===== src/opQueue.sv =====
`timescale 1ns/1ns

module opQueue #(
    parameter type payloadType = logic,
    parameter int  depth       = 4
) (
    input  logic       clk,
    input  logic       reset,
    input  logic       push,
    input  payloadType pushData,
    input  logic       pop,
    output payloadType headData,
    output logic       empty,
    output logic       full,
    output logic       almostFull
);

    payloadType slots [depth];

    logic [$clog2(depth)-1:0]   rdPtr;
    logic [$clog2(depth)-1:0]   wrPtr;
    logic [$clog2(depth+1)-1:0] count;
    logic                       doPop;

    assign doPop      = pop && !empty;
    assign empty      = (count == 0);
    assign full       = (count == depth);
    assign almostFull = (count >= depth - 1); // One free slot or none
    assign headData   = slots[rdPtr];        // Head readable without delay

    // Payload storage
    always_ff @(posedge clk) begin
        if (push) begin
            slots[wrPtr] <= pushData;
        end
    end

    // Pointers and occupancy
    always_ff @(posedge clk) begin
        if (reset) begin
            rdPtr <= '0;
            wrPtr <= '0;
            count <= '0;
        end else begin
            if (push) begin
                wrPtr <= (wrPtr == depth - 1) ? '0 : wrPtr + 1'b1;
            end
            if (doPop) begin
                rdPtr <= (rdPtr == depth - 1) ? '0 : rdPtr + 1'b1;
            end
            case ({push, doPop})
                2'b10: begin
                    count <= count + 1'b1;
                end
                2'b01: begin
                    count <= count - 1'b1;
                end
                default: begin
                    count <= count; // Idle or push with pop
                end
            endcase
        end
    end

endmodule


===== config.mk =====
export PLATFORM = sky130hd
export DESIGN_NAME = opQueue
export DESIGN_NICKNAME = d
export VERILOG_FILES = /design/src/opQueue.sv
export SDC_FILE = /design/constraint.sdc
export NUM_CORES = 1
export LEC_CHECK = 0
export ABC_AREA = 1
export BUFFER_PORTS_ARGS = -buffer_cell sky130_fd_sc_hd__buf_2
export CAP_MARGIN = 20
export CORE_MARGIN = 2
export CORE_UTILIZATION = 35
export DETAILED_ROUTE_END_ITERATION = 7
export GPL_TIMING_DRIVEN = 0
export SLEW_MARGIN = 10
export SYNTH_ARGS = -nofsm -noshare
export SYNTH_HDL_FRONTEND = slang
export SYNTH_SLANG_ARGS = --single-unit

===== constraint.sdc =====
create_clock -name clk -period 2.5 [get_ports clk]
set_clock_uncertainty 0.15 [all_clocks]
set_input_delay 0.5 -clock clk [delete_from_list [all_inputs] [get_ports clk]]
set_output_delay 0.5 -clock clk [all_outputs]
set_load 0.02 [all_outputs]

==> impl_metrics.yaml, run 1 <==
clock_tree:
  cts_max_level: 1
  postCtsHoldBufs: 0
  clk_path_buf_depth: 2
  cts_setup_buffers: 0
  cts_buffers: 3
  insertion_delay_ps: 270
  clkTransAtPathRegs_ps: 80
  cts-resized-gates: 0
  cts_tree: "built"
  clockRootBuffer: "clkbuf_4"
  cts_sinks: 13
logic_synthesis:
  yosys_warnings: 0
  ys_types: 16
  ys_seq_elements: 13
  netlist_area_sq_um: 651.9
  syn_nets: 90
  syn_avg_cell_area_sq_um: 8.357
  ys_seq_area_share_pct: 46.07
  synthCells: 78
pwr:
  power.density_nw_per_um2: 850.2
  p_leak_nw: 0.3865
  sequentialPowerShare_pct: 43.9
  comb_power_share_pct: 35.9
  p_clk_share_pct: 20.2
  ir_drop_mv: 0.4055
  intPower_uw: 399.4
  netSwitchingFraction_pct: 37.31
  p_sw_uw: 237.8
worst_setup_path:
  end_kind: "flop"
  required_ps: 2570
  cp_max_fo: 5
  cp-start-kind: "flop"
  reg2reg_from: "count[1]"
  cp-startpoint: "count[1]"
  crit_arrival_ps: 1960
  crit_type: "flop to flop"
timing:
  final.setup.tns_ps: 0
  slew_headroom_pct: 87.55
  max_freq_mhz: 527.7
  slew_viol_final: 0
  layout_min_cycle_time_ps: 1895
  timing.hold.ws_ps: 235.0
  worst_slew_pin_slew_ps: 186.5
  rsz0062_at_grt: "false"
  finalSetupViolations: 0
  finalCritPeriodShare_pct: 75.81
  hold_viol_final: 0
  setup_ws_ps: 604.9
drt:
  wl_per_cell_um: 8.513
  routed_via_density: 4.348
  detail_route.iter0.violations: 4
  num_vias: 500
  drtPass1Iterations: 3
  wl_um: 979
  detail-route-antenna-nets: 0
  drc: 0
floorplan:
  die_area_sq_um: 2224
  die_h_um: 47.16
  io_pins: 9
  die_w_um: 47.16
  initial_core_util_pct: 37.35
  num_rows: 15
  core_sq_um: 1745
global_routing:
  track_usage_pct: 10.80
  antenna_found_initial: 0
  grt_pass1_wl_um: 1593
  grt_pass1_vias: 448
  grt_max_degree: 8
  grt.overflow.total: 0
placed_design:
  routabilityCongestion: 0.7297
  preCtsSetupSlack_ps: 503.7
  dp_hpwl_um: 773.3
  port_buffers: 8
  dpl_cell_area_sq_um: 723.2
layout:
  areaGrowthSynthToFinish_pct: 14.97
  nets: 103
  diodes: 0
  final_area_sq_um: 749.5
  drive_gt1_share_pct: 17.78
  n_fill_cell: 183
  layout_common_cells: "inv_1, nand2_1, dfxtp_1"
  mostFrequentLayoutCell: "inv_1"
min_path:
  hold_path_startpoint: "reset"
  hold_class: "primary input to flop"
flow_run:
  maxCapViolCount: 0
outcome:
  outcome: "completed"
-- critical path, cell delays in order (launching register included) --
cell	delay, ps
dfxtp_1	370
inv_2	70
nand3_2	110
inv_1	60
nor2_1	90
ha_1	180
inv_1	70
fa_1	380
nand2_1	110
nand3_1	80
nand2_1	60
inv_1	30
nor2_1	80
-- power groups by stage --
stage / sequential (mW) / combinational [mW] / clock [mW]
after floorplan: 0.279 / 0.175 / 0
after global placement: 0.284 / 0.222 / 0
after detailed placement: 0.285 / 0.231 / 0
after CTS: 0.280 / 0.232 / 0.135
after global routing: 0.284 / 0.263 / 0.144
final: 0.280 / 0.229 / 0.129
-- area by class of cell --
class                           instances  area, sq um  area share, %
Multi-Input combinational cell         46        280.3          37.40
Clock buffer                            4        26.28          3.506
Timing Repair Buffer                    8        40.04          5.342
Tap cell                               25        31.28          4.174
Inverter                               19        71.32          9.516
Sequential cell                        13        300.3          40.07
-- cell usage after synthesis --
cell | count | share of area, %
a21oi_1 | 6 | 4.6
dfxtp_1 | 9 | 28
edfxtp_1 | 4 | 18
fa_1 | 1 | 3.1
ha_1 | 6 | 12
inv_1 | 16 | 9.2
inv_2 | 3 | 1.7
nand2_1 | 10 | 5.8
nand3_1 | 3 | 2.3
nand3_2 | 1 | 1.5
nand4_1 | 1 | 0.96
nor2_1 | 8 | 4.6
nor3_1 | 1 | 0.77
nor3_2 | 1 | 1.5
o21ai_0 | 7 | 5.4
or2_1 | 1 | 0.96
-- kinds of logic (layout without fill, tap and decap cells) --
logic type / count (synthesis) / in the layout / synth area share (%)
flops: 13 / 13 / 46.07
compound gates: 13 / 13 / 9.980
buf+inv: 19 / 31 / 10.94
simple gates: 26 / 26 / 18.43
fa+ha+maj: 7 / 7 / 14.59
-- per-layer routing --
layer,part of all wire [%],track usage [%],vias up
li1,-,-,268
met1,45,11.11,223
met2,48,17.81,7
met3,5.4,5.769,2
met4,1.2,5.556,0
met5,0,0,-
-- path summary, 6_finish.rpt --
path	depth (start not counted)	slack [ps]	end
setup / recovery	12	600	count[2]
hold / removal	2	240	wrPtr[0]
setup reg to reg	12	600	count[2]
hold reg to reg	2	370	rdPtr[1]
-- stage by stage --
step / total power [mW] / utilization [%] / instances
floorplan: 0.4538 / - / 78
global placement: 0.5062 / 41.43 / 111
detailed placement: 0.5158 / 41.43 / 111
CTS: 0.6467 / 42.94 / 115
global route: 0.6911 / 42.94 / 115
finish: 0.6372 / 42.94 / 115
No activity file was read; power rests on OpenSTA's default activity.
==> run 2, diff against run 1 <==
==> constraint.sdc (replaced) <==
create_clock -name clk -period 1.9 [get_ports clk]
set_clock_uncertainty 0.15 [all_clocks]
set_input_delay 0.38 -clock clk [delete_from_list [all_inputs] [get_ports clk]]
set_output_delay 0.38 -clock clk [all_outputs]
set_load 0.02 [all_outputs]
==> run 2 against run 1 <==
  * Sequential power rose by 34%
  * Sequential cell count did not move
  * Cell area rose by 5.8%
  * Via count rose by 3.4%
  * Routed wire length rose by 2.2%
  * Highest routed layer is now met3
==> impl_metrics.yaml, run 2 (synthesis gave the netlist of run 1 again) <==
outcome:
  outcome: "completed"
layout:
  mostFrequentLayoutCell: "inv_1"
  nets: 106
  areaGrowthSynthToFinish_pct: 21.69
  n_fill_cell: 183
  final_area_sq_um: 793.3
  diodes: 0
  drive_gt1_share_pct: 32.26
  layout_common_cells: "inv_1, nor2_1, nand2_1, buf_2, o21ai_0"
  fin_cells: 118
placed_design:
  dpl_cell_area_sq_um: 723.2
  routabilityCongestion: 0.7297
  dp_hpwl_um: 773.3
  preCtsSetupSlack_ps: -10.61
  port_buffers: 8
  dp.cells: 111
worst_setup_path:
  end_kind: "flop"
  reg2reg_to: "count[2]"
  reg2reg_from: "count[0]"
  required_ps: 1960
  crit_type: "flop to flop"
  crit_arrival_ps: 1860
  r2r_cells: 12
  ff2ff_setup_slack_ps: 100
  cp-start-kind: "flop"
  cp_max_fo: 5
min_path:
  holdPathEnd: "wrPtr[0]"
  min_path_cells: 2
  hold_class: "primary input to flop"
  hold_path_startpoint: "reset"
clock_tree:
  cts_max_level: 1
  cts_sinks: 13
  clk_path_buf_depth: 2
  postCtsHoldBufs: 0
  clockRootBuffer: "clkbuf_4"
  clkTransAtPathRegs_ps: 80
  insertion_delay_ps: 270
  cts_tree: "built"
  cts_buffers: 3
floorplan:
  die_area_sq_um: 2224
  num_rows: 15
  io_pins: 9
  core_sq_um: 1745
  die_h_um: 47.16
  die_w_um: 47.16
  initial_core_util_pct: 37.35
flow_run:
  maxCapViolCount: 0
timing:
  worst_slew_pin_slew_ps: 190.2
  finalCritPeriodShare_pct: 94.95
  layout_min_cycle_time_ps: 1804
  setup_ws_ps: 95.86
  hold_viol_final: 0
  slew_headroom_pct: 87.30
  slew_viol_final: 0
  finalSetupViolations: 0
  max_freq_mhz: 554.3
drt:
  detail_route.iter0.violations: 3
  wl_um: 1001
  wl_per_cell_um: 8.483
  drc: 0
  detail-route-antenna-nets: 0
  routed_via_density: 4.381
  drtPass1Iterations: 3
  num_vias: 517
global_routing:
  grt.overflow.total: 0
  grt_max_degree: 8
  track_usage_pct: 10.80
  grt_pass1_vias: 448
  grt_pass1_wl_um: 1593
  antenna_found_initial: 0
pwr:
  power.density_nw_per_um2: 1121
  p_leak_nw: 0.4006
  ir_drop_mv: 0.5790
  finalPower_uw: 889.5
-- run 2: worst max-delay path, stage by stage (launching register included) --
cell     delay, ps
dfxtp_2        360
inv_4           50
nand3_2         70
inv_1           50
nor2_1         110
ha_2           200
inv_2           50
fa_2           370
inv_2           60
nand2_2         50
nand4_1         60
nand2_1         60
nor2_1         100
-- run 2: power breakdown --
part / internal [mW] / switching (mW)
Clock: 0.0812 / 0.0858
Sequential: 0.341 / 0.0350
Combinational: 0.141 / 0.206
Total: 0.563 / 0.327
-- run 2: worst max path at each step --
stage               depth (start not counted)  startpoint  endpoint  slack, ps
CTS                                        13    count[2]  count[2]         10
global placement                           13    count[1]  count[2]         60
finish                                     12    count[0]  count[2]        100
detailed placement                         13    count[1]  count[2]        -10
floorplan                                  13    count[1]  count[2]         80
global route                               13    count[0]  count[2]        -10
-- run 2: cell type report --
cell class                      count  area, sq um  area share (%)
Multi-Input combinational cell     46        295.3           37.22
Sequential cell                    13        304.0           38.33
Clock buffer                        4        26.28           3.312
Inverter                           19        73.82           9.306
Timing Repair Buffer               11        62.56           7.886
Tap cell                           25        31.28           3.943
-- run 2: layer usage --
| metal | vias up | global-route usage [%] | wire, um |
|---|---|---|---|
| met2 | 6 | 17.81 | 498 |
| li1 | 275 | - | - |
| met5 | - | 0 | 0 |
| met4 | 0 | 5.556 | 0 |
| met3 | 0 | 5.769 | 43 |
| met1 | 236 | 11.11 | 458 |
-- run 2: timing repair --
| item | CTS | global route |
|---|---|---|
| resized for setup | 3 | 9 |
| pin swaps | 0 | 7 |
| buffers inserted | 0 | 3 |
| endpoints found under the setup margin | 1 | 1 |
-- run 2: per-stage QoR --
step	utilization, %	TNS [ps]	hold WS [ps]
after detailed placement	41.43	-10.61	368.4
after global placement	41.43	0	367.7
final	45.45	0	119.1
after global routing	45.45	-10.96	99.15
after CTS	43.23	0	106.4
after floorplan	-	0	302.4
==> run 3, diff against run 2 <==
--- a/config.mk
+++ b/config.mk
@@ -9,9 +9,9 @@
 export BUFFER_PORTS_ARGS = -buffer_cell sky130_fd_sc_hd__buf_2
 export CAP_MARGIN = 20
 export CORE_MARGIN = 2
-export CORE_UTILIZATION = 35
+export CORE_UTILIZATION = 45
 export DETAILED_ROUTE_END_ITERATION = 7
-export GPL_TIMING_DRIVEN = 0
+export GPL_TIMING_DRIVEN = 1
 export SLEW_MARGIN = 10
 export SYNTH_ARGS = -nofsm -noshare
 export SYNTH_HDL_FRONTEND = slang
==> run 3 against run 2 <==
  * Sequential cell count is the same
  * Combinational power grew 2%
  * Sequential power shrank 1%
  * Critical path depth is the same
  * Sequential share of layout area grew 0.11 points
  * Critical path type unchanged
  * Highest routed layer is now met4
==> impl_metrics.yaml, run 3 (synthesis gave the netlist of run 1 again) <==
pwr:
  ir_drop_mv: 0.5924
  power.density_nw_per_um2: 1145
  p_clk_share_pct: 19.4
  p_leak_nw: 0.4115
  intPower_uw: 562.7
  netSwitchingFraction_pct: 37.38
  comb_power_share_pct: 39.3
  finalPower_uw: 898.6
  p_sw_uw: 335.9
  sequentialPowerShare_pct: 41.3
floorplan:
  die_area_sq_um: 1769
  initial_core_util_pct: 48.87
  die_h_um: 42.06
  io_pins: 9
  die_w_um: 42.06
  num_rows: 13
  core_sq_um: 1334
timing:
  layout_min_cycle_time_ps: 1791
  slew_headroom_pct: 87.55
  hold_viol_final: 0
  worst_slew_pin_slew_ps: 186.5
  finalCritPeriodShare_pct: 94.27
  setup_ws_ps: 108.9
  timing.hold.ws_ps: 106.2
  slew_viol_final: 0
  max_freq_mhz: 558.3
  finalSetupViolations: 0
drt:
  wl_per_cell_um: 9.509
  routed_via_density: 4.645
  routed.top_layer: "met4"
  drc: 0
  detail_route.iter0.violations: 12
  wl_met1_um: 485
  wl_um: 1046
  detail-route-antenna-nets: 0
  wl_met2_um: 472
  num_vias: 511
  dr_wl_met3_um: 60
  drtPass1Iterations: 4
global_routing:
  grt_pass1_vias: 471
  track_usage_pct: 13.89
  antenna_found_initial: 0
  grt_max_degree: 9
  grt_pass1_wl_um: 1863
  grt.overflow.total: 0
layout:
  n_fill_cell: 133
  areaGrowthSynthToFinish_pct: 20.35
  seq_area_sq_um: 301.5
  drive_gt1_share_pct: 27.37
  final_area_sq_um: 784.5
  mostFrequentLayoutCell: "inv_1"
  nets: 108
  diodes: 0
  fin_cells: 110
  multi_input_area_sq_um: 287.8
  layout_common_cells: "inv_1, nand2_1, dfxtp_1, buf_2"
clock_tree:
  clockRootBuffer: "clkbuf_4"
  cts_tree: "built"
  postCtsHoldBufs: 0
  cts_sinks: 13
  insertion_delay_ps: 280
  clk_path_buf_depth: 2
  cts_max_level: 1
  cts_buffers: 3
  clkTransAtPathRegs_ps: 80
placed_design:
  preCtsSetupSlack_ps: 53.16
  port_buffers: 8
  dpl_cell_area_sq_um: 740.7
  routabilityCongestion: 0.8018
  dp.cells: 105
  dp_hpwl_um: 777
worst_setup_path:
  crit_chain: "inv_2 -> nand3_2 -> inv_1 -> nor2_2 -> ha_2 -> inv_1 -> fa_2 -> nand2_1 -> nand3_1 -> nand2_1 -> inv_1 -> nor2_1"
  endpoint: "count[2]"
  crit_buf_inv: 4
  crit_type: "flop to flop"
  reg2reg_from: "count[1]"
  ff2ff_setup_slack_ps: 110
  critPathSlowestCell: "dfxtp_2"
  reg2reg_to: "count[2]"
  end_kind: "flop"
  cp-startpoint: "count[1]"
  cpMostUsedCell: "inv_1"
  cp-start-kind: "flop"
  r2r_cells: 12
  required_ps: 1980
  cp_max_fo: 3
  crit_arrival_ps: 1870
  critical_path_depth: 12
  crit_path_max_incr_delay_ps: 360
  crit_family: "adder cells"
min_path:
  min_path_cells: 2
  hold_class: "primary input to flop"
flow_run:
  maxCapViolCount: 0
outcome:
  outcome: "completed"
==> run 3: cell types whose count changed in the layout (fill, tap and decap cells not counted) <==
cell / delta
inv_1: +3
buf_4: +2
dfxtp_1: +2
dfxtp_2: -2
inv_2: -2
nand2_1: +2
nand2_2: -2
clkbuf_1: -1
clkinv_2: +1
inv_4: -1
nand3_1: +1
nand3_2: -1
nor2_1: -1
nor2_2: +1
==> run 3: power groups by stage <==
stage,logic [mW],registers (mW),clock network [mW]
5_1_grt,0.400,0.378,0.185
2_1_floorplan,0.230,0.367,0
6_report,0.353,0.371,0.174
4_1_cts,0.339,0.370,0.177
3_3_place_gp,0.333,0.373,0
3_5_place_dp,0.337,0.376,0
==> run 3: repair_timing <==
action                     in CTS  in global routing
buffers inserted                0                  1
setup endpoints to repair       0                  1
resized for setup               0                  4
==> run 3: how the worst min path moves through the flow <==
stage             start  endpoint
2_1_floorplan     reset  wrPtr[0]
3_5_place_dp   rdPtr[1]  rdPtr[1]
6_report          reset  wrPtr[0]
5_1_grt           reset  wrPtr[0]
4_1_cts           reset  wrPtr[0]
3_3_place_gp   count[2]  count[2]
==> run 3: worst register-to-register path, stage by stage (launching register included) <==
cell and delay, ps:
dfxtp_2 360, inv_2 60, nand3_2 70, inv_1 50
nor2_2 90, ha_2 190, inv_1 70, fa_2 330
nand2_1 90, nand3_1 80, nand2_1 60, inv_1 30
nor2_1 90
==> run 3: layout make-up <==
| cell class | count | area share [%] |
|---|---|---|
| multi-input combinational | 46 | 36.68 |
| timing repair buffer | 13 | 9.888 |
| inverter | 19 | 9.091 |
| clock inverter | 1 | 0.6380 |
| tap | 15 | 2.392 |
| sequential | 13 | 38.44 |
| clock buffer | 3 | 2.871 |
==> run 3: layer usage <==
metal / up-vias / track usage [%]
met2: 14 / 22.81
met3: 4 / 5.603
met4: 0 / 7.500
met1: 213 / 15.24
li1: 280 / -
met5: - / 0
==> run 3: stage by stage <==
step                utilization [%]  TNS (ps)
floorplan                         -         0
global placement              55.53         0
detailed placement            55.53         0
CTS                           57.60         0
global route                  58.82    -3.878
finish                        58.82         0
