File: src/coreTypesPkg.sv
package coreTypesPkg;

    // Instruction number carried with every operation
    localparam int tagWidth = 32;

    typedef logic [tagWidth-1:0] instTag;

    // Completions waiting for the result bus
    localparam int resultQueueDepth = 4;

    // One load or store as handed over by the issue stage
    typedef struct packed {
        instTag      tag;       // Instruction number
        logic [2:0]  funct3;    // Access size and signedness
        logic        isStore;   // Store when set, load otherwise
        logic [31:0] base;      // rs1 value
        logic [31:0] offset;    // Sign-extended immediate
        logic [31:0] storeData; // rs2 value, ignored for loads
    } lsRequest;

    // One finished operation as driven onto the result bus
    typedef struct packed {
        instTag      tag;     // Instruction number, unchanged from issue
        logic [31:0] data;    // Extended load value, zero for stores and faults
        logic        isStore; // Echo of the request kind
        logic        fault;   // Misaligned or illegal access
    } lsResult;

endpackage

File: src/memPkg.sv
package memPkg;

    import coreTypesPkg::*;

    // Data memory geometry
    localparam int memWords      = 2048;
    localparam int memIndexWidth = 11;

    // Accesses waiting for the memory
    localparam int accessQueueDepth = 4;

    // funct3 access codes
    localparam logic [2:0] sizeByte  = 3'b000;
    localparam logic [2:0] sizeHalf  = 3'b001;
    localparam logic [2:0] sizeWord  = 3'b010;
    localparam logic [2:0] sizeByteU = 3'b100;
    localparam logic [2:0] sizeHalfU = 3'b101;

    // Decoded access, from the address unit to the data memory
    typedef struct packed {
        instTag                   tag;        // Instruction number
        logic [2:0]               funct3;     // Access code
        logic                     isStore;    // Store when set
        logic [memIndexWidth-1:0] wordIndex;  // Address bits 12:2
        logic [1:0]               byteOffset; // Address bits 1:0
        logic [31:0]              storeData;  // Unaligned store value
        logic                     fault;      // Access must not touch memory
    } memAccess;

endpackage

File: src/addressUnit.sv
`timescale 1ns/1ns

module addressUnit
    import coreTypesPkg::*, memPkg::*;
(
    input  logic     clk,
    input  logic     reset,
    input  logic     issue,
    input  lsRequest request,
    output logic     accessValid,
    output memAccess access
);

    logic [31:0] address;
    logic        badAccess;

    assign address = request.base + request.offset; // Effective address

    // Alignment and code check on the unregistered address
    always_comb begin
        case (request.funct3)
            sizeByte, sizeByteU: begin
                badAccess = 1'b0;
            end
            sizeHalf, sizeHalfU: begin
                badAccess = address[0]; // Odd halfword
            end
            sizeWord: begin
                badAccess = |address[1:0]; // Word not on a 4-byte boundary
            end
            default: begin
                badAccess = 1'b1; // No such access code
            end
        endcase
    end

    // Strobe for the access queue
    always_ff @(posedge clk) begin
        if (reset) begin
            accessValid <= 1'b0;
        end else begin
            accessValid <= issue;
        end
    end

    // Decoded access, loaded only on an accepted issue
    always_ff @(posedge clk) begin
        if (issue) begin
            access.tag        <= request.tag;
            access.funct3     <= request.funct3;
            access.isStore    <= request.isStore;
            access.wordIndex  <= address[memIndexWidth+1:2]; // Upper bits dropped
            access.byteOffset <= address[1:0];
            access.storeData  <= request.storeData;
            access.fault      <= badAccess;
        end
    end

endmodule

File: config.mk
export PLATFORM = sky130hd
export DESIGN_NAME = addressUnit
export DESIGN_NICKNAME = d
export VERILOG_FILES = /design/src/coreTypesPkg.sv /design/src/memPkg.sv /design/src/addressUnit.sv
export SDC_FILE = /design/constraint.sdc
export NUM_CORES = 1
export LEC_CHECK = 0
export ABC_AREA = 0
export BUFFER_PORTS_ARGS = -buffer_cell sky130_fd_sc_hd__buf_4
export CORE_MARGIN = 4
export CORE_UTILIZATION = 37
export DETAILED_ROUTE_END_ITERATION = 8
export PLACE_DENSITY = 0.77
export SLEW_MARGIN = 20
export SYNTH_ARGS = -nofsm -noshare
export SYNTH_HDL_FRONTEND = slang
export SYNTH_SLANG_ARGS = --single-unit
export TNS_END_PERCENT = 1
File: constraint.sdc
create_clock -name clk -period 2.1 [get_ports clk]
set_input_delay 0.315 -clock clk [delete_from_list [all_inputs] [get_ports clk]]
set_output_delay 0.315 -clock clk [all_outputs]
set_load 0.05 [all_outputs]
==> results of run 1 <==
[per-layer routing]
layer | up-vias | global-route usage, % | part of all wire (%)
li1 | 1038 | - | -
met5 | - | 0 | 0
met2 | 118 | 30.17 | 53
met3 | 10 | 5.449 | 9.6
met4 | 0 | 5.042 | 1.5
met1 | 1018 | 18.36 | 36
[worst max-delay path, stage by stage]
cell	delay [ps]
buf_4	110
ha_1	220
fa_1	410
a21o_1	220
a311oi_1	260
or3_4	190
a41oi_2	130
xnor2_1	150
[metrics by stage]
step,hold slack (ps),power (mW),area [um2],instances
6_report,141.0,4.540,4886,467
5_1_grt,118.4,4.728,4886,467
3_5_place_dp,489.1,3.245,4646,451
4_1_cts,123.9,4.582,4886,467
3_3_place_gp,471.5,3.220,4646,451
2_1_floorplan,386.6,2.762,3064,157
[power by group]
part	internal, mW	switching, mW	total, mW
logic	0.403	0.754	1.16
clock network	0.795	0.547	1.34
registers	2.00	0.0442	2.04
total	3.19	1.34	4.54
[flip-flops by register name, indices dropped and copies added (netlist names)]
name,count
access,82
accessValid,1
[cell families after synthesis]
group	after synthesis
simple gates	20
flops	83
xor+xnor	11
compound gates	29
fa+ha+maj	13
buf+inv	1
[Yosys cell counts, drive strengths merged]
library cell and number:
o22a 1, a2111oi 1, and3 2, a41oi 1
and4 1, a211oi 1, a31o 1, xnor2 7
nand2 7, a21o 4, edfxtp 82, o31a 1
o2bb2ai 1, dfxtp 1, nor2b 1, ha 12
nand3 2, o211ai 1, a21oi 12, xor2 4
inv 1, o21ai 2, fa 1, a31oi 1
a311oi 2, or3 2, nand4 2, nor2 3
[path summary, 6_finish.rpt]
path,slack [ps],cells after the start,startpoint,end
max,200,8,request[32],access[45]
min,140,2,reset,accessValid
[final cells by class]
class                   instances  share of cell area (%)
flip-flops and latches         83                   50.81
multi-input cells              73                   11.83
clock buffers                  10                   2.612
inverters                       1                 0.07682
repair buffers                192                   29.76
well taps                     102                   2.612
clock inverters                 6                   2.305
==> summary.md, run 1 <==
| Metric | Value |
|---|---|
| DP Worst Slack | `-181.2 ps` |
| Final HPWL DP | `around 6.7 mm` |
| TritonCTS clock tree | `done` |
| Antenna Nets Post-Route | `0` |
| Multi-input logic area | `between 500 and 600 um2` |
| F_max | `roughly 530 MHz` |
| CTS Root Cell | `clkbuf_8` |
| Sequential area share after synthesis | `81.01%` |
| Synth top area share | `about 80%` |
| I/O Pins | `218` |
| Top cells by area, synth | `edfxtp_1 80%, ha_1 4.9%, xnor2_1 2.0%` |
| # nets final | `508` |
| Row count | `32` |
| Initial antenna violation count | `0` |
| Syn_nets | `305` |
| Register clock-pin slew on the reported worst setup and hold paths | `80 ps` |
| Final Hold Vio Count | `0` |
| I/O Buffers | `179` |
| Vias in the first global route | `2266` |
| Setup ws final | `198.5 ps` |
| Crit-path max FO | `3` |
| Post_cts resized | `0` |
| Main combinational cell family by area after synthesis | `compound AO/OA/AOI/OAI gates` |
| Postcts setup bufs | `0` |
| Antenna cells | `0` |
| Final period util | `between 90% and 100%` |
| Worst slew pin tran | `536.4 ps` |
| Max cap viols | `0` |
| Largest net degree at the start of global routing | `42` |
| Vias per cell | `4.677` |
| CTS H-tree lvls | `3` |
| Distinct cells, synth | `30` |
| Die ar. | `between 0.009 and 0.01 mm2` |
| PwrDens | `~930 mW/mm2` |
| Area occupied by registers | `0.002482 mm2` |
| Rel. slew slack | `64.24%` |
| Status | `completed` |
| Final Setup Violations | `0` |
| Initial Util | `38.85%` |
| Drt wl/cell | `17.75 um` |
| Synth warn | `0` |
| Synth Area in Compound Gates | `between 6 and 7%` |
| Routability cong. | `between 0.8 and 0.9` |
| Final Slew Violations | `0` |
| Number of DRC markers in iteration 0 | `100` |
| Synthesized area per cell | `19.52 um2` |
| Crit path kind | `in2reg` |
| Share of post-route cells with drive strength above 1 | `about 58%` |
| Die Wd | `99.01 um` |
| Startpoint types | `input pin` |
| Yosys reg bits | `between 80 and 90` |
| Post-CTS Hold Buffers | `0` |
| Filler instances | `583` |
| Mux share of post-synthesis cell area | `0%` |
| Final TNS setup | `0 ps` |
| Tmin final | `1902 ps` |
| Peak supply drop | `around 0.38 mV` |
| Via count | `~2200` |
| Simple-gate share of the synthesized area | `3.430%` |
| Most common cell after layout, fill and taps aside | `buf_4` |
| Top cell type by total area after synthesis | `edfxtp_1` |
| DRC viols | `0` |
| Global-route wire length before repair | `12.50 mm` |
| Most frequent cells in the layout | `191 x buf_4, 82 x edfxtp_1, 12 x a21oi_1, 12 x ha_1, 9 x clkbuf_8` |
| Die H | `slightly below 100 um` |
| Total grt overflow | `0` |
| First-pass DRT Iterations | `4` |
| Overall routed net length | `between 8 and 9 mm` |
| Xor/xnor share of the synthesized area | `3.144%` |
| Critical path capture point type | `register` |
| GR Util All Layers | `16.61%` |
| Num CTS Buffers | `9` |
| Crit path arrival time | `roughly 2000 ps` |
| RSZ-0062 raised after global routing | `no` |
| Core Util, Final | `61.94%` |
| Leakage | `2.122 nW` |
| Hold Path Class | `in2reg` |
| CP required | `roughly 2200 ps` |
| Clk sinks | `83` |
| CTS max path bufs | `2` |
| Cells after Synth | `157` |
| Adder-cell area share of the yosys netlist | `under 10%` |
| Core area | `0.007888 mm2` |
| Cell Area, Synth | `0.003064 mm2` |
| Area grow syn2layout | `59.45%` |
(Power assumes the default switching activity.)
==> inputs of run 2 (changes only) <==
--- a/config.mk
+++ b/config.mk
@@ -12,3 +12,4 @@
 export DETAILED_ROUTE_END_ITERATION = 8
-export PLACE_DENSITY = 0.77
+export PLACE_DENSITY_LB_ADDON = 0.3
+export RECOVER_POWER = 100
 export SLEW_MARGIN = 20
--- a/constraint.sdc
+++ b/constraint.sdc
@@ -3,2 +3,2 @@
 set_output_delay 0.315 -clock clk [all_outputs]
-set_load 0.05 [all_outputs]
+set_load 0.005 [all_outputs]
==> run 2 against run 1 <==
Compared with the run above:
- non-clock buffer count down 1
- clock power down 8%
- largest cell class unchanged
- setup slack worse by 43 ps
- worst hold slack worse by 17 ps
- critical path type unchanged
- cell count down 0.21%
- sequential power about the same
- largest power group unchanged
- count of clock-buffer cells in the layout unchanged
- via count up 0.96%
- global-route usage down 0.93 points
- power down 15%
- combinational power down 51%
- cell area down 3.3%
==> summary.md, run 2 (synthesized netlist as in run 1, its figures left out) <==
| Metric | Value |
|---|---|
| Status | `completed` |
| # nets final | `507 (-0.20%)` |
| Most common cell after layout, fill and taps aside | `clkbuf_4` |
| Post-CTS Hold Buffers | `0 (unchanged)` |
| CTS max path bufs | `2 (unchanged)` |
| Initial Util | `38.85% (unchanged)` |
| Final HPWL DP | `6.220 mm (-6.9%)` |
| Total grt overflow | `0 (unchanged)` |
| Worst setup path startpoint | `request[32]` |
| Multi-input logic area | `565.5 um2 (-2.2%)` |
| Met3 Use GR | `6.653% (+1.2 points)` |
| Worst slew pin tran | `1021 ps (+484.7 ps)` |
| Max cap viols | `0 (unchanged)` |
| Crit path arrival time | `2040 ps (+50 ps)` |
| Critical path capture point type | `register` |
| Total power | `3.841 mW (-15%)` |
| Crit-path max FO | `3 (unchanged)` |
| Setup ws final | `155.2 ps (-43.24 ps)` |
| Critical Path End | `access[45]` |
| I/O Pins | `218 (unchanged)` |
| Area occupied by registers | `0.002482 mm2 (unchanged)` |
| TritonCTS clock tree | `done` |
| Most frequent cells in the layout | `131 x clkbuf_4, 82 x edfxtp_1, 32 x buf_4, 28 x clkbuf_1` |
| Rel. slew slack | `31.92% (-32 points)` |
| GR Layer Usage met2 | `27.12% (-3.0 points)` |
| Startpoint types | `input pin` |
| Global-route wire length before repair | `11.62 mm (-7.1%)` |
| CTS H-tree lvls | `3 (unchanged)` |
| Row count | `32 (unchanged)` |
| Top Usage Layer GRT | `met2` |
| Antenna cells | `0 (unchanged)` |
| DRC viols | `0 (unchanged)` |
| Via count | `2205 (+0.96%)` |
| Final Slew Violations | `0 (unchanged)` |
| Clk sinks | `83 (unchanged)` |
| Met1 Usage GRT | `17.02% (-1.3 points)` |
| Final TNS setup | `0 ps (unchanged)` |
| Final Setup Violations | `0 (unchanged)` |
| Vias in the first global route | `2258 (-0.35%)` |
| Initial antenna violation count | `1 (+1)` |
| I/O Buffers | `179 (unchanged)` |
| Leakage | `1.973 nW (-7.0%)` |
| Largest net degree at the start of global routing | `46 (+9.5%)` |
| Number of flip-flops in the largest register | `82 (unchanged)` |
| Register with the most flip-flops | `access` |
| PwrDens | `813.3 mW/mm2 (-12%)` |
| Die Wd | `99.01 um (unchanged)` |
| CTS Root Cell | `clkbuf_8` |
| Num CTS Buffers | `9 (unchanged)` |
| Vias per cell | `4.732 (+1.2%)` |
| Number of DRC markers in iteration 0 | `37 (-63%)` |
| DP Worst Slack | `-174.0 ps (+7.205 ps)` |
| Die H | `99.01 um (unchanged)` |
| Antenna Nets Post-Route | `0 (unchanged)` |
| Tmin final | `1945 ps (+43.24 ps)` |
| Crit path kind | `in2reg` |
| Overall routed net length | `7.734 mm (-6.7%)` |
| Final Hold Vio Count | `0 (unchanged)` |
| Filler instances | `659 (+13%)` |
| Core area | `0.007888 mm2 (unchanged)` |
| Peak supply drop | `0.2856 mV (-25%)` |
| GR Util All Layers | `15.68% (-0.93 points)` |
| F_max | `514.2 MHz (-2.2%)` |
| Area grow syn2layout | `54.14%` |
| Routability cong. | `0.8243 (+2.2%)` |
| Final period util | `92.61% (+2.1 points)` |
| CP required | `2200 ps (about the same)` |
| Top Registers | `access: 82 flops, accessValid: 1 flops` |
| Core Util, Final | `59.88% (-2.1 points)` |
| First-pass DRT Iterations | `4 (unchanged)` |
| Post_cts resized | `0 (unchanged)` |
| Hold Path Class | `in2reg` |
| Drt wl/cell | `16.60 um (-6.5%)` |
| Die ar. | `0.009802 mm2 (unchanged)` |
| Share of post-route cells with drive strength above 1 | `49.73% (-8.4 points)` |
| Postcts setup bufs | `0 (unchanged)` |
| Register clock-pin slew on the reported worst setup and hold paths | `80 ps (about the same)` |
| RSZ-0062 raised after global routing | `no` |
==> run 2: routing by layer <==
metal  routed length [um]  part of all wire (%)
met3                  933                    12
met2                 3841                    50
met5                   13                  0.17
met4                  127                   1.6
met1                 2817                    36
==> run 2: metrics by stage <==
step                      instances  cell area, um2  hold slack (ps)
final                           466            4723            124.5
after global routing            466            4723            112.2
after CTS                       466            4852            103.1
after detailed placement        450            4638            482.6
after global placement          450            4638            474.1
after floorplan                 157            3064            386.6
==> run 2: cell type report <==
type / count / share of cell area [%]
inverters: 1 / 0.07947
clock inverters: 6 / 1.828
repair buffers: 191 / 28.16
clock buffers: 10 / 2.702
multi-input cells: 73 / 11.97
well taps: 102 / 2.702
flip-flops and latches: 83 / 52.56
==> run 2: worst min path at each step <==
stage               start          end  slack (ps)  cells past startpoint
floorplan           reset  accessValid         390                      1
global placement    reset  accessValid         470                      2
detailed placement  reset  accessValid         480                      2
CTS                 reset  accessValid         100                      2
global route        reset  accessValid         110                      2
finish              reset  accessValid         120                      2
==> run 2: power breakdown <==
part           switching (mW)  internal [mW]  leakage (nW)
combinational           0.244          0.328          1.05
clock                   0.561          0.673         0.109
sequential             0.0378           2.00         0.811
==> run 2: critical path: stages <==
cell and delay [ps]:
clkbuf_4 110, ha_1 210, fa_1 390, a21o_1 220, a311oi_1 270, or3_1 220, a41oi_1 150, xnor2_1 150
==> inputs of run 3 (changes only) <==
Settings changed: CORE_UTILIZATION 37 to 41.
Clock period 2.1 ns to 2.2 ns, I/O delays scaled along.
==> run 3 against run 2 <==
Compared with the run above:
- the flow now finishes with violations (max-capacitance violations, max-slew violations)
- power down 4.5%
- utilization rose by 4.7 points
- cell area decreased by 0.82%
- routed wire length decreased by 7.3%
- clock power down 3%
- cell count decreased by 1.9%
- sequential cell count unchanged
- sequential power down 4%
- first-iteration DRC count grew 110%
- die area shrank 9.0%
- critical path depth did not move
- largest cell class unchanged
==> summary.md, run 3 (synthesized netlist as in run 1, its figures left out) <==
| Metric | Value |
|---|---|
| Final period util | `around nine tenths` |
| Worst setup path startpoint | `request[32]` |
| CP required | `2290 ps (+90 ps)` |
| Final Slew Violations | `84 (+84)` |
| Hold Path Class | `in2reg` |
| Initial Util | `42.25% (+3.4 points)` |
| Overall routed net length | `7.166 mm (-7.3%)` |
| Antenna Nets Post-Route | `0 (unchanged)` |
| Peak supply drop | `0.3274 mV (+15%)` |
| Global-route wire length before repair | `10.42 mm (-10%)` |
| GR Util All Layers | `15.82% (+0.14 points)` |
| Failing checks | `max-capacitance violations, max-slew violations` |
| I/O Pins | `218 (unchanged)` |
| Leakage | `1.938 nW (-1.8%)` |
| Core area | `0.007253 mm2 (-8.0%)` |
| Clk sinks | `83 (unchanged)` |
| TritonCTS clock tree | `done` |
| Via count | `2122 (-3.8%)` |
| Final Setup Violations | `0 (unchanged)` |
| Post_cts resized | `0 (unchanged)` |
| Initial antenna violation count | `0 (-1)` |
| Register with the most flip-flops | `access` |
| Routability cong. | `0.8699 (+5.5%)` |
| Max cap viols | `1 (+1)` |
| Filler instances | `555 (-16%)` |
| Number of flip-flops in the largest register | `82 (unchanged)` |
| Most common cell after layout, fill and taps aside | `clkbuf_4` |
| Top Registers | `access: 82 flops, accessValid: 1 flops` |
| DRC viols | `0 (unchanged)` |
| Largest net degree at the start of global routing | `84 (+83%)` |
| Critical path capture point type | `register` |
| Post-CTS Hold Buffers | `0 (unchanged)` |
| Die H | `94.45 um (-4.6%)` |
| I/O Buffers | `179 (unchanged)` |
| F_max | `509.2 MHz` |
| Final Hold Vio Count | `0 (unchanged)` |
| Critical Path End | `access[45]` |
| RSZ-0062 raised after global routing | `no` |
| Startpoint types | `input pin` |
| Number of DRC markers in iteration 0 | `79 (+110%)` |
| Final TNS setup | `0 ps (unchanged)` |
| Crit-path max FO | `3 (unchanged)` |
| Crit path arrival time | `2060 ps (+20 ps)` |
| Worst slew pin tran | `1933 ps (+911.6 ps)` |
| Worst Hold Slack | `146.7 ps (+22.28 ps)` |
| Postcts setup bufs | `0 (unchanged)` |
| Row count | `31 (-3.1%)` |
| Die Wd | `94.45 um (-4.6%)` |
| Die ar. | `0.008921 mm2 (-9.0%)` |
| Register clock-pin slew on the reported worst setup and hold paths | `90 ps (about the same)` |
| Share of post-route cells with drive strength above 1 | `49.44% (-0.28 points)` |
| First-pass DRT Iterations | `4 (unchanged)` |
| CTS max path bufs | `2 (unchanged)` |
| Area grow syn2layout | `52.88%` |
| Rel. slew slack | `-28.85% (-61 points)` |
| Antenna cells | `0 (unchanged)` |
| # nets final | `501 (-1.2%)` |
| Most frequent cells in the layout | `130 x clkbuf_4, 82 x edfxtp_1, 27 x buf_4, 26 x clkbuf_1` |
| CTS Root Cell | `clkbuf_8` |
| CTS H-tree lvls | `3 (unchanged)` |
| PwrDens | `782.8 mW/mm2 (-3.7%)` |
| Crit path kind | `in2reg` |
| Final HPWL DP | `5.718 mm (-8.1%)` |
| Vias per cell | `4.643 (-1.9%)` |
| Tmin final | `slightly below 2000 ps` |
| Drt wl/cell | `15.68 um (-5.5%)` |
| Status | `finished with violations` |
| Total grt overflow | `0 (unchanged)` |
| Num CTS Buffers | `9 (unchanged)` |
| Vias in the first global route | `2078 (-8.0%)` |
[run 3: through the flow]
step	power (mW)	util [%]	std cells	area, um2	setup WS (ps)
floorplan	2.146	-	157	3064	150.3
global placement	2.560	63.27	441	4589	-80.20
detailed placement	2.580	63.27	441	4589	-79.44
CTS	3.764	66.36	457	4813	291.1
global route	3.850	64.59	457	4684	121.5
finish	3.667	64.59	457	4684	236.0
[run 3: worst min-delay path by stage]
stage               start     endpoint  slack (ps)  depth (start not counted)
floorplan           reset  accessValid         400                          1
global placement    reset  accessValid         490                          2
detailed placement  reset  accessValid         500                          2
CTS                 reset  accessValid         130                          2
global route        reset  accessValid         120                          2
finish              reset  accessValid         150                          2
[run 3: area by class of cell]
| class | count | area (um2) | share of cell area, % |
|---|---|---|---|
| Sequential cell | 83 | 2482 | 52.99 |
| Timing Repair Buffer | 185 | 1285 | 27.43 |
| Multi-Input combinational cell | 73 | 565.5 | 12.07 |
| Clock buffer | 9 | 123.9 | 2.644 |
| Tap cell | 99 | 123.9 | 2.644 |
| Clock inverter | 7 | 100.1 | 2.137 |
| Inverter | 1 | 3.754 | 0.08013 |
[run 3: routing by layer]
layer	track usage [%]	wire, um
met1	16.83	2434
met2	27.19	3658
met3	6.773	930
met4	7.212	142
met5	0	0
[run 3: worst max-delay path, cell delays in order]
cell      delay [ps]
clkbuf_4         110
ha_1             220
fa_1             400
a21o_1           210
a311oi_1         260
or3_1            230
a41oi_1          150
xnor2_1          150
[run 3: report_power, final]
group | leakage, nW | switching (mW) | total, mW | internal, mW
clock network | 0.102 | 0.544 | 1.19 | 0.647
logic | 1.02 | 0.227 | 0.530 | 0.303
registers | 0.811 | 0.0367 | 1.95 | 1.91
